## src/design/sparse_pkg.sv

```systemverilog
package sparse_pkg;

	////////////////////////////////////////
	// Sizes
	////////////////////////////////////////

	// Elements carried by one bus beat
	localparam int BUS_SIZE = 8;

	// Elements held in one chunk
	localparam int CHUNK_SIZE = 32;

	localparam int BEAT_NUM = CHUNK_SIZE / BUS_SIZE;

	// Chunks held in each memory
	localparam int FILTER_NUM = 4;
	localparam int IFM_NUM = 2;

	localparam int ELEM_W = 8;

	// Eight 16-bit products summed need three more bits
	localparam int PSUM_W = 2 * ELEM_W + $clog2(BUS_SIZE);

	localparam int ACC_W = 24;

	////////////////////////////////////////
	// Types
	////////////////////////////////////////

	typedef logic [BUS_SIZE-1:0] map_t;
	typedef logic signed [ELEM_W-1:0] elem_t;

	typedef logic [$clog2(BEAT_NUM)-1:0] beat_cnt_t;
	typedef logic [$clog2(FILTER_NUM)-1:0] filt_idx_t;
	typedef logic [$clog2(IFM_NUM)-1:0] ifm_idx_t;

	typedef logic signed [PSUM_W-1:0] psum_t;
	typedef logic signed [ACC_W-1:0] acc_t;

	// Run controller
	typedef enum logic {
		ST_IDLE,
		ST_RUN
	} ctrl_state_t;

endpackage
```

## src/design/sparse_conv_top.sv

```systemverilog
`timescale 1ns/1ps

module sparse_conv_top (
	input  logic                                           gated_clk_w,
	input  logic                                           rst_i,

	// Host write port
	input  logic                                           wr_valid_i,
	input  logic                                           wr_target_i,
	input  sparse_pkg::filt_idx_t                          wr_chunk_i,
	input  sparse_pkg::beat_cnt_t                          wr_beat_i,
	input  sparse_pkg::map_t                               wr_map_i,
	input  sparse_pkg::elem_t [sparse_pkg::BUS_SIZE-1:0]   wr_data_i,

	// Run port
	input  logic                                           start_i,
	input  sparse_pkg::ifm_idx_t                           start_ifm_i,

	output logic                                           busy_o,
	output logic                                           result_valid_o,
	output sparse_pkg::acc_t                               result_o,
	output sparse_pkg::filt_idx_t                          result_filter_o,
	output logic                                           done_o
);

	import sparse_pkg::*;

	logic                 filt_wr_en;
	logic                 ifm_wr_en;
	filt_idx_t            rd_filter;
	ifm_idx_t             rd_ifm;
	beat_cnt_t            rd_beat;
	logic                 beat_valid;
	logic                 beat_first;
	logic                 beat_last;

	map_t                 f_map;
	elem_t [BUS_SIZE-1:0] f_data;
	map_t                 x_map;
	elem_t [BUS_SIZE-1:0] x_data;

	// Stage between the multiplier and the accumulator
	psum_t                psum;
	logic                 psum_valid;
	logic                 psum_first;
	logic                 psum_last;
	filt_idx_t            psum_filter;

	////////////////////////////////////////
	// Control
	////////////////////////////////////////

	conv_ctrl i_ctrl (
		.gated_clk_w    (gated_clk_w),
		.rst_i          (rst_i),
		.wr_valid_i     (wr_valid_i),
		.wr_target_i    (wr_target_i),
		.start_i        (start_i),
		.start_ifm_i    (start_ifm_i),
		.result_valid_i (result_valid_o),
		.filt_wr_en_o   (filt_wr_en),
		.ifm_wr_en_o    (ifm_wr_en),
		.rd_filter_o    (rd_filter),
		.rd_ifm_o       (rd_ifm),
		.rd_beat_o      (rd_beat),
		.beat_valid_o   (beat_valid),
		.beat_first_o   (beat_first),
		.beat_last_o    (beat_last),
		.busy_o         (busy_o),
		.done_o         (done_o)
	);

	////////////////////////////////////////
	// Chunk memories
	////////////////////////////////////////

	sparse_chunk_mem #(.CHUNK_NUM(FILTER_NUM)) i_filter_mem (
		.gated_clk_w (gated_clk_w),
		.rst_i       (rst_i),
		.wr_en_i     (filt_wr_en),
		.wr_chunk_i  (wr_chunk_i),
		.wr_beat_i   (wr_beat_i),
		.wr_map_i    (wr_map_i),
		.wr_data_i   (wr_data_i),
		.rd_chunk_i  (rd_filter),
		.rd_beat_i   (rd_beat),
		.rd_map_o    (f_map),
		.rd_data_o   (f_data)
	);

	// Only the low chunk bits address the smaller IFM store
	sparse_chunk_mem #(.CHUNK_NUM(IFM_NUM)) i_ifm_mem (
		.gated_clk_w (gated_clk_w),
		.rst_i       (rst_i),
		.wr_en_i     (ifm_wr_en),
		.wr_chunk_i  (wr_chunk_i[$clog2(IFM_NUM)-1:0]),
		.wr_beat_i   (wr_beat_i),
		.wr_map_i    (wr_map_i),
		.wr_data_i   (wr_data_i),
		.rd_chunk_i  (rd_ifm),
		.rd_beat_i   (rd_beat),
		.rd_map_o    (x_map),
		.rd_data_o   (x_data)
	);

	////////////////////////////////////////
	// Datapath
	////////////////////////////////////////

	sparse_dot_beat i_dot (
		.gated_clk_w (gated_clk_w),
		.rst_i       (rst_i),
		.valid_i     (beat_valid),
		.first_i     (beat_first),
		.last_i      (beat_last),
		.filter_i    (rd_filter),
		.f_map_i     (f_map),
		.f_data_i    (f_data),
		.x_map_i     (x_map),
		.x_data_i    (x_data),
		.psum_o      (psum),
		.valid_o     (psum_valid),
		.first_o     (psum_first),
		.last_o      (psum_last),
		.filter_o    (psum_filter)
	);

	filter_accum i_accum (
		.gated_clk_w     (gated_clk_w),
		.rst_i           (rst_i),
		.valid_i         (psum_valid),
		.first_i         (psum_first),
		.last_i          (psum_last),
		.filter_i        (psum_filter),
		.psum_i          (psum),
		.result_valid_o  (result_valid_o),
		.result_o        (result_o),
		.result_filter_o (result_filter_o)
	);

endmodule

```

## src/design/conv_ctrl.sv

```systemverilog
`timescale 1ns/1ps

module conv_ctrl (
	input  logic                  gated_clk_w,
	input  logic                  rst_i,

	// Host write strobe and target
	input  logic                  wr_valid_i,
	input  logic                  wr_target_i,

	// Run request
	input  logic                  start_i,
	input  sparse_pkg::ifm_idx_t  start_ifm_i,

	// Returning results
	input  logic                  result_valid_i,

	// Memory write enables
	output logic                  filt_wr_en_o,
	output logic                  ifm_wr_en_o,

	// Read indices
	output sparse_pkg::filt_idx_t rd_filter_o,
	output sparse_pkg::ifm_idx_t  rd_ifm_o,
	output sparse_pkg::beat_cnt_t rd_beat_o,

	// Beat flags to the datapath
	output logic                  beat_valid_o,
	output logic                  beat_first_o,
	output logic                  beat_last_o,

	output logic                  busy_o,
	output logic                  done_o
);

	import sparse_pkg::*;

	ctrl_state_t state_r;

	// Beats still being issued
	logic        issue_r;
	beat_cnt_t   beat_r;
	filt_idx_t   filt_r;
	ifm_idx_t    ifm_r;

	// Results seen so far in this run
	filt_idx_t   res_cnt_r;

	logic        idle_c;
	logic        last_beat_c;
	logic        last_filt_c;
	logic        done_c;

	assign idle_c      = (state_r == ST_IDLE);
	assign last_beat_c = (beat_r == beat_cnt_t'(BEAT_NUM - 1));
	assign last_filt_c = (filt_r == filt_idx_t'(FILTER_NUM - 1));

	// Fourth result closes the run
	assign done_c = (state_r == ST_RUN) && result_valid_i
		&& (res_cnt_r == filt_idx_t'(FILTER_NUM - 1));

	////////////////////////////////////////
	// Run FSM
	////////////////////////////////////////

	always_ff @(posedge gated_clk_w) begin
		if (rst_i) begin
			state_r   <= ST_IDLE;
			issue_r   <= 1'b0;
			beat_r    <= '0;
			filt_r    <= '0;
			ifm_r     <= '0;
			res_cnt_r <= '0;
		end else begin
			case (state_r)
				ST_IDLE: begin
					if (start_i) begin
						state_r   <= ST_RUN;
						issue_r   <= 1'b1;
						beat_r    <= '0;
						filt_r    <= '0;
						ifm_r     <= start_ifm_i;
						res_cnt_r <= '0;
					end
				end
				ST_RUN: begin
					// Beat counter nested in the filter counter
					if (issue_r) begin
						beat_r <= beat_r + 1'b1;
						if (last_beat_c) begin
							filt_r <= filt_r + 1'b1;
							if (last_filt_c) begin
								issue_r <= 1'b0;
							end
						end
					end
					if (result_valid_i) begin
						res_cnt_r <= res_cnt_r + 1'b1;
					end
					if (done_c) begin
						state_r <= ST_IDLE;
					end
				end
				default: begin
					state_r <= ST_IDLE;
				end
			endcase
		end
	end

	////////////////////////////////////////
	// Outputs
	////////////////////////////////////////

	// Host writes land only between runs
	assign filt_wr_en_o = wr_valid_i && idle_c && !wr_target_i;
	assign ifm_wr_en_o  = wr_valid_i && idle_c && wr_target_i;

	assign rd_filter_o = filt_r;
	assign rd_ifm_o    = ifm_r;
	assign rd_beat_o   = beat_r;

	assign beat_valid_o = issue_r;
	assign beat_first_o = (beat_r == '0);
	assign beat_last_o  = last_beat_c;

	assign busy_o = (state_r == ST_RUN) && !done_c;
	assign done_o = done_c;

endmodule

```

## src/design/filter_accum.sv

```systemverilog
`timescale 1ns/1ps

module filter_accum (
	input  logic                  gated_clk_w,
	input  logic                  rst_i,

	// Partial sum stream
	input  logic                  valid_i,
	input  logic                  first_i,
	input  logic                  last_i,
	input  sparse_pkg::filt_idx_t filter_i,
	input  sparse_pkg::psum_t     psum_i,

	// One result per filter
	output logic                  result_valid_o,
	output sparse_pkg::acc_t      result_o,
	output sparse_pkg::filt_idx_t result_filter_o
);

	import sparse_pkg::*;

	acc_t psum_ext_c;
	acc_t acc_next_c;
	acc_t acc_r;

	assign psum_ext_c = acc_t'(psum_i);

	// First beat of a filter restarts the sum
	assign acc_next_c = first_i ? psum_ext_c : acc_r + psum_ext_c;

	always_ff @(posedge gated_clk_w) begin
		if (valid_i) begin
			acc_r <= acc_next_c;
		end
	end

	////////////////////////////////////////
	// Output register
	////////////////////////////////////////

	always_ff @(posedge gated_clk_w) begin
		if (rst_i) begin
			result_valid_o <= 1'b0;
		end else begin
			result_valid_o <= valid_i && last_i;
		end
	end

	// Held until the next filter completes
	always_ff @(posedge gated_clk_w) begin
		if (valid_i && last_i) begin
			result_o        <= acc_next_c;
			result_filter_o <= filter_i;
		end
	end

endmodule

```

## src/design/sparse_dot_beat.sv

```systemverilog
`timescale 1ns/1ps

module sparse_dot_beat (
	input  logic                                           gated_clk_w,
	input  logic                                           rst_i,

	// Beat flags from the controller
	input  logic                                           valid_i,
	input  logic                                           first_i,
	input  logic                                           last_i,
	input  sparse_pkg::filt_idx_t                          filter_i,

	// Filter beat
	input  sparse_pkg::map_t                               f_map_i,
	input  sparse_pkg::elem_t [sparse_pkg::BUS_SIZE-1:0]   f_data_i,

	// IFM beat
	input  sparse_pkg::map_t                               x_map_i,
	input  sparse_pkg::elem_t [sparse_pkg::BUS_SIZE-1:0]   x_data_i,

	output sparse_pkg::psum_t                              psum_o,
	output logic                                           valid_o,
	output logic                                           first_o,
	output logic                                           last_o,
	output sparse_pkg::filt_idx_t                          filter_o
);

	import sparse_pkg::*;

	map_t  both_map_c;
	psum_t prod_c [BUS_SIZE];
	psum_t sum_c;

	// A lane counts only where both maps hold a 1
	assign both_map_c = f_map_i & x_map_i;

	// Products are formed at full psum width so nothing wraps
	always_comb begin
		for (int i = 0; i < BUS_SIZE; i++) begin
			if (both_map_c[i]) begin
				prod_c[i] = $signed(f_data_i[i]) * $signed(x_data_i[i]);
			end else begin
				prod_c[i] = '0;
			end
		end
	end

	// Adder over the eight lanes
	always_comb begin
		sum_c = '0;
		for (int i = 0; i < BUS_SIZE; i++) begin
			sum_c = sum_c + prod_c[i];
		end
	end

	////////////////////////////////////////
	// Pipeline register
	////////////////////////////////////////

	always_ff @(posedge gated_clk_w) begin
		if (rst_i) begin
			valid_o <= 1'b0;
		end else begin
			valid_o <= valid_i;
		end
	end

	always_ff @(posedge gated_clk_w) begin
		psum_o   <= sum_c;
		first_o  <= first_i;
		last_o   <= last_i;
		filter_o <= filter_i;
	end

endmodule

```

## src/design/sparse_chunk_mem.sv

```systemverilog
`timescale 1ns/1ps

module sparse_chunk_mem #(
	parameter int CHUNK_NUM = sparse_pkg::FILTER_NUM
) (
	input  logic                                           gated_clk_w,
	input  logic                                           rst_i,

	// Write port, one beat per strobe
	input  logic                                           wr_en_i,
	input  logic [$clog2(CHUNK_NUM)-1:0]                   wr_chunk_i,
	input  sparse_pkg::beat_cnt_t                          wr_beat_i,
	input  sparse_pkg::map_t                               wr_map_i,
	input  sparse_pkg::elem_t [sparse_pkg::BUS_SIZE-1:0]   wr_data_i,

	// Read port
	input  logic [$clog2(CHUNK_NUM)-1:0]                   rd_chunk_i,
	input  sparse_pkg::beat_cnt_t                          rd_beat_i,
	output sparse_pkg::map_t                               rd_map_o,
	output sparse_pkg::elem_t [sparse_pkg::BUS_SIZE-1:0]   rd_data_o
);

	import sparse_pkg::*;

	// Storage, chunk by beat
	map_t                 map_r  [CHUNK_NUM][BEAT_NUM];
	elem_t [BUS_SIZE-1:0] data_r [CHUNK_NUM][BEAT_NUM];

	////////////////////////////////////////
	// Write
	////////////////////////////////////////

	// Whole array comes up as zeros so an unwritten chunk reads as empty
	always_ff @(posedge gated_clk_w) begin
		if (rst_i) begin
			for (int c = 0; c < CHUNK_NUM; c++) begin
				for (int b = 0; b < BEAT_NUM; b++) begin
					map_r[c][b]  <= '0;
					data_r[c][b] <= '0;
				end
			end
		end else if (wr_en_i) begin
			map_r[wr_chunk_i][wr_beat_i]  <= wr_map_i;
			data_r[wr_chunk_i][wr_beat_i] <= wr_data_i;
		end
	end

	////////////////////////////////////////
	// Read
	////////////////////////////////////////

	// Combinational beat select
	assign rd_map_o  = map_r[rd_chunk_i][rd_beat_i];
	assign rd_data_o = data_r[rd_chunk_i][rd_beat_i];

endmodule

```

## config.mk

```make
export PLATFORM = sky130hd
export DESIGN_NAME = sparse_conv_top
export DESIGN_NICKNAME = d
export VERILOG_FILES = /design/src/design/sparse_pkg.sv /design/src/design/sparse_conv_top.sv /design/src/design/conv_ctrl.sv /design/src/design/filter_accum.sv /design/src/design/sparse_dot_beat.sv /design/src/design/sparse_chunk_mem.sv
export SDC_FILE = /design/constraint.sdc
export NUM_CORES = 2
export LEC_CHECK = 0
export BUFFER_PORTS_ARGS = -buffer_cell sky130_fd_sc_hd__buf_2
export CORE_MARGIN = 5
export CORE_UTILIZATION = 64
export DETAILED_ROUTE_END_ITERATION = 8
export PLACE_DENSITY_LB_ADDON = 0.12
export SYNTH_ARGS = -nofsm -noshare
export SYNTH_HDL_FRONTEND = slang
export SYNTH_SLANG_ARGS = --single-unit
```

## constraint.sdc

```tcl
create_clock -name gated_clk_w -period 10.35 [get_ports gated_clk_w]
set_input_delay 0 -clock gated_clk_w [delete_from_list [all_inputs] [get_ports gated_clk_w]]
set_output_delay 0 -clock gated_clk_w [all_outputs]
set_load 0.01 [all_outputs]
```

# Word level (Yosys, flattened, before mapping)
# Memories as Yosys holds them, arrays and structs flattened. A register that Yosys moved wholly into a read port is not among the register bits.
# Cells that the tools add are included.
[op_classes]
eq_ne = 7
bitwise_logic = 4
n_reduce_logical = 19
add_sub_neg = 11
order_cmp = 3
n_mux = 71
n_mul = 8
[ops]
columns = ["op", "n"]
rows = [
  ["2-to-1 mux 256 bit", 6],
  ["OR reduction 256 bit", 2],
  ["2-to-1 mux 64 bit", 5],
  ["binary-select mux 64 bit (select 2 bit)", 2],
  ["2-to-1 mux 32 bit", 6],
  ["2-to-1 mux 19 bit", 8],
  ["adder 19 bit", 7],
  ["demux 64 bit (select 2 bit)", 1],
  ["multiplier 8 x 8 -> 16 bit", 8],
  ["OR reduction 32 bit", 2],
  ["2-to-1 mux 8 bit", 5],
  ["binary-select mux 8 bit (select 2 bit)", 2],
  ["adder 24 x 19 -> 24 bit", 1],
  ["2-to-1 mux 24 bit", 1],
  ["2-to-1 mux 2 bit", 11],
  ["2-to-1 mux 1 bit", 18],
  ["demux 8 bit (select 2 bit)", 1],
  ["case mux 2 bit (2 select lines)", 3],
  ["AND 8 bit", 1],
  ["logical AND 1 bit", 8],
  ["adder 2 x 1 -> 2 bit (second input constant)", 3],
  ["== test 2 bit (second input constant)", 3],
  [">= comparator 3 bit (second input constant)", 2],
  ["inverter 2 -> 3 bit", 2],
  ["other kinds (9)", 15],
]
[totals]
ff_bits = 84
memories = 4
ram_bits = 1728
output_inout_bits = 29
elab_cells = 142
[mem_list]
columns = ["memory", "words", "width", "rd", "rd_ports_with_merged_regs", "wr", "line_no", "rtl"]
rows = [
  ["i_filter_mem.data_r", 4, 256, 1, 1, 4, "sparse_chunk_mem.sv:27", "elem_t [BUS_SIZE-1:0] data_r [CHUNK_NUM][BEAT_NUM];"],
  ["i_ifm_mem.data_r", 2, 256, 1, 1, 2, "sparse_chunk_mem.sv:27", ""],
  ["i_filter_mem.map_r", 4, 32, 1, 1, 4, "sparse_chunk_mem.sv:26", "map_t map_r [CHUNK_NUM][BEAT_NUM];"],
  ["i_ifm_mem.map_r", 2, 32, 1, 1, 2, "sparse_chunk_mem.sv:26", ""],
]

# Longest topological paths before layout
[logic_depth]
ltp_word = 13
mapped_depth = 40
mapped_depth_nobuf = 36

# By module
# A second synthesis with hierarchy kept.
[unflattened]
hier_cells = 7595
hier_area_um2 = 104804.3
[by_module_without_submodules]
columns = ["module", "area_per_inst_um2", "instances", "seq_area_each_um2", "cells_each"]
rows = [
  ["sparse_chunk_mem at i_filter_mem", 51020.2, 1, 34593.2, 3132],
  ["sparse_chunk_mem at i_ifm_mem", 26487.9, 1, 17296.6, 1442],
  ["sparse_dot_beat", 23721.5, 1, 480.5, 2682],
  ["filter_accum", 3088.0, 1, 1521.5, 287],
  ["conv_ctrl", 486.7, 1, 180.2, 52],
]

# Worst setup path before layout
# Ideal clock, no wire load.
[synth_path]
kind = "reg2reg"
start = "register with a tool-made name"
end = "register i_dot.psum_o[18]"
path_buffers = 3
stages_incl_launch_ff = 36
synth_period_minus_slack_ns = 8.849
arrival_time_ns = 8.764
setup_slack_ns = 1.501
setup_ns = 0.086
cell_sequence = "dfxtp_1 -> buf_2 -> buf_2 -> buf_4 -> mux4_2 -> mux2i_1 -> nor2_1 -> fa_1 -> inv_1 -> fa_1 -> inv_1 -> fa_1 -> inv_1 -> fa_1 -> inv_1 -> ha_1 -> o21ai_0 -> o21ai_0 -> a21o_1 -> a21oi_1 -> or2_2 -> a21oi_1 -> fa_1 -> fa_1 -> fa_1 -> inv_1 -> fa_1 -> inv_1 -> ha_1 -> a21o_1 -> a21o_1 -> a21oi_1 -> nand3b_1 -> o221ai_1 -> nor2_1 -> a211oi_1"
[synth_lines]
columns = ["item", "line_no", "rtl"]
rows = [
  ["end signal: assignment", "sparse_dot_beat.sv:69", "psum_o <= sum_c;"],
  ["end: declaration", "sparse_dot_beat.sv:21", "output sparse_pkg::psum_t psum_o,"],
]

# Worst setup path in the final report
[layout_path]
start = "register i_ctrl.beat_r[0], in the netlist i_ctrl.rd_beat_o[0]"
end = "register i_dot.psum_o[18]"
[layout_between]
elab_chain_cells = 13
[layout_rtl]
columns = ["item", "line_no", "rtl"]
rows = [
  ["start: declaration", "conv_ctrl.sv:42", "beat_cnt_t beat_r;"],
  ["start signal: assignment", "conv_ctrl.sv:89", "beat_r <= beat_r + 1'b1;"],
  ["inverter 2 -> 3 bit (not written as such) (*)", "sparse_chunk_mem.sv:53, sparse_chunk_mem.sv:54", ""],
  ["binary-select mux 64 bit (select 2 bit) or binary-select mux 8 bit (select 2 bit) (tied branches)", "sparse_chunk_mem.sv:54, sparse_chunk_mem.sv:53", ""],
  ["2-to-1 mux 64 bit (not written as such) or 2-to-1 mux 8 bit (tied branches) (2 in a row)", "sparse_chunk_mem.sv:54, sparse_chunk_mem.sv:53", ""],
  ["multiplier 8 x 8 -> 16 bit or AND 8 bit (tied branches)", "sparse_dot_beat.sv:41, sparse_dot_beat.sv:35", ""],
  ["2-to-1 mux 19 bit", "sparse_dot_beat.sv:40", "if (both_map_c[i]) begin"],
  ["adder 19 bit (6 in a row)", "sparse_dot_beat.sv:52", "sum_c = sum_c + prod_c[i];"],
  ["adder 19 bit (*)", "sparse_dot_beat.sv:52", ""],
  ["via i_dot.sum_c[18]", "sparse_dot_beat.sv:32", "psum_t sum_c;"],
]
# The timed path passes the listed nets; every way through them passes the cells marked *. The select of a mux whose other input is x is not followed.
# A chain may end at the register's enable or synchronous reset.

==> impl_metrics.ini <==
[floorplan]
start_util = 0.6446
die-area_sq_um = 170000
die_w_um = 412.4
core_area_sq_um = 160800
die_h_um = 412.4
placementRows = 147
io_pins = 111

[synth]
avgSynthCellArea_sq_um = 13.25
synth-seq-cells = 1815
synth_cell_type_count = 77
syn_area_sq_um = 103600
yosysSeqAreaShare = 0.5224
yosysWarnings = 0
syn_nets = 8722
syn_inst = 7822
synthFlopType = edfxtp_1
synth_enable_flop_cells = 1778
synth-async-reset-ratio = 0

[timing]
rsz0062_at_grt = false
period_share = 0.9499
finalClockSkew_ns = 0.06711
fin_crit_ns = 9.831
final-setup-viol-count = 0
fmax_mhz = 101.7
tightestPinTransition_ns = 1.236
timing.final.hold_violations = 0
tns_ns = 0
slew_headroom = 0.1738
slew_viol_final = 0

[global_routing]
antenna_found_initial = 22
track_usage = 0.3548
grt_first_pass_wirelength_um = 437200
grt_pass1_vias = 66640
grt_max_degree = 70
grt_overflow = 0

[cts]
clockBufferDepth = 3
cts_tree = built
ctsRootBufferMaster = clkbuf_16
cts_htree_levels = 4
clkTransAtPathRegs_ns = 0.06
insertion_delay_ns = 0.85
numCtsBuffers = 185
cts_sinks = 1815

[place]
dp_hpwl_um = 184000
finalWeightedCongestion = 0.9190
port_buffers = 110

[route]
postRouteAntennaNets = 0
first_pass_iters = 5
drt-total-wl_um = 295500
drtIter0Drc = 8535
vias = 64360
via_per_inst = 6.278
wire_per_inst_um = 28.83
post-route-drc-count = 0

[hold_path]
hold_path_class = in2reg

[layout]
nNetsFinal = 8825
drive_gt1_frac = 0.1433
layout_common_cells = edfxtp_1, and2_1, inv_1
final_common_cell = edfxtp_1
fillers = 11050
syn_to_final_growth_pct = 9.912

[setup_path]
worstPathMaxFanout = 28
critPathArrivalTime_ns = 10.49
end_kind = register
slowest_stage = dfxtp_4
cp.required_ns = 11.01
crit_top_cell = fa_1
slowest_delay_ns = 0.75
critical_path.startpoint_type = register
crit_type = reg2reg

[pwr]
total_leakage_power_nw = 45.29
p_total_mw = 20.45
ir_worst_vdd_mv = 0.1829
power.density_nw_per_um2 = 179.6

[run]
cap_viol_max_count = 0

[run_status]
status = completed
power breakdown:
group          leakage, nW  switching, mW  internal, mW
clock                 2.89           2.89          3.78
sequential            18.7          0.124          8.40
combinational         23.7           3.13          2.13
registers in the layout, summed over array words and instances, names as in the netlist, named ones only:
register,count
i_ifm_mem.map_r,64
i_ctrl.rd_filter_o,2
i_accum.result_o,24
i_accum.acc_r,24
i_filter_mem.data_r,1024
i_ctrl.rd_ifm_o,1
i_dot.first_o,1
i_ctrl.res_cnt_r,2
i_ctrl.state_r,1
i_ctrl.beat_valid_o,1
i_filter_mem.map_r,128
i_ifm_mem.data_r,512
i_dot.valid_o,1
i_dot.psum_o,19
i_dot.filter_o,2
i_accum.result_valid_o,1
i_dot.last_o,1
i_ctrl.rd_beat_o,2
i_accum.result_filter_o,2
what timing repair did:
action                     4_1_cts  5_1_grt
resized for setup                0        1
hold endpoints to repair      1767        0
hold buffers                    80        0
setup endpoints to repair        0        3
setup buffers                    0        1
cell usage after synthesis (40+ instances only):
cell         n  share of area
edfxtp_1  1778           0.52
and2_1    1551          0.094
inv_1      745          0.027
fa_1       540           0.10
nor2_1     513          0.019
mux4_2     426          0.093
nand2_1    364          0.013
clkbuf_1   363          0.013
ha_1       278          0.034
nand2b_1   103         0.0062
o21ai_0    101         0.0049
xnor2_1     96         0.0081
a21oi_1     94         0.0045
and3_1      91         0.0055
nand3_1     73         0.0035
mux2i_1     63         0.0061
buf_2       54         0.0026
or2_2       48         0.0029
o21ai_2     40         0.0034
xor2_1      40         0.0034
path summary, 6_finish.rpt:
kind | from | endpoint | slack (ns) | cells after the start
worst max-delay path | i_ctrl.rd_beat_o[0] | i_dot.psum_o[18] | 0.52 | 31
worst max register to register | i_ctrl.rd_beat_o[0] | i_dot.psum_o[18] | 0.52 | 31
worst min register to register | i_ctrl.rd_filter_o[1] | i_dot.filter_o[1] | 0.39 | 0
worst min-delay path | wr_chunk_i[0] | i_ifm_mem.data_r[1][64] | 0.09 | 3
cell type report:
type	instances	area, sq um	share of cell area
antenna	11	27.53	0.0002417
inverter	751	2834	0.02488
tap	2160	2703	0.02373
sequential	1815	54150	0.4755
multi-input combinational	4777	45000	0.3952
clock buffer	248	4956	0.04352
clock inverter	94	1057	0.009284
timing repair buffer	395	3153	0.02769
critical path, delay by kind of cell, from the launching register on:
family	cells	cell delay, ns
buffers and inverters	7	0.99
XOR/XNOR	1	0.20
adder cells (fa/ha/maj)	10	4.47
AO/OA/AOI/OAI	8	1.86
AND/OR/NAND/NOR	3	0.36
flip-flops	1	0.75
multiplexers	2	0.99
per-stage QoR:
step / area (sq um) / utilization / hold WS [ns] / setup WS, ns / instances
3_3_place_gp: 107000 / 0.6658 / 0.3514 / 0.5946 / 9817
6_report: 113900 / 0.7085 / 0.08905 / 0.5190 / 10250
5_1_grt: 113900 / 0.7083 / 0.07868 / 0.01971 / 10240
3_5_place_dp: 107000 / 0.6658 / 0.3697 / 0.5172 / 9817
2_1_floorplan: 103600 / - / 0.1738 / 1.501 / 7822
4_1_cts: 113800 / 0.7081 / 0.03876 / 0.4364 / 10240
logic make-up after synthesis:
| logic type | Yosys count | share of synthesized area |
|---|---|---|
| AOI/OAI and AO/OA | 449 | 0.02914 |
| xor gates and xnor gates | 136 | 0.01150 |
| adders and majority gates | 818 | 0.1379 |
| buffers and inverters | 1230 | 0.04691 |
| DFF | 1815 | 0.5224 |
| muxes | 502 | 0.1001 |
| and+or+nand+nor | 2872 | 0.1520 |
per-layer routing:
layer | track usage | vias to the layer above | wire length [um]
li1 | - | 27120 | -
met1 | 0.4844 | 32720 | 109500
met2 | 0.5663 | 3785 | 138400
met3 | 0.07495 | 729 | 33720
met4 | 0.1428 | 6 | 13870
met5 | 0 | - | 41
No activity file was read; power rests on OpenSTA's default activity.
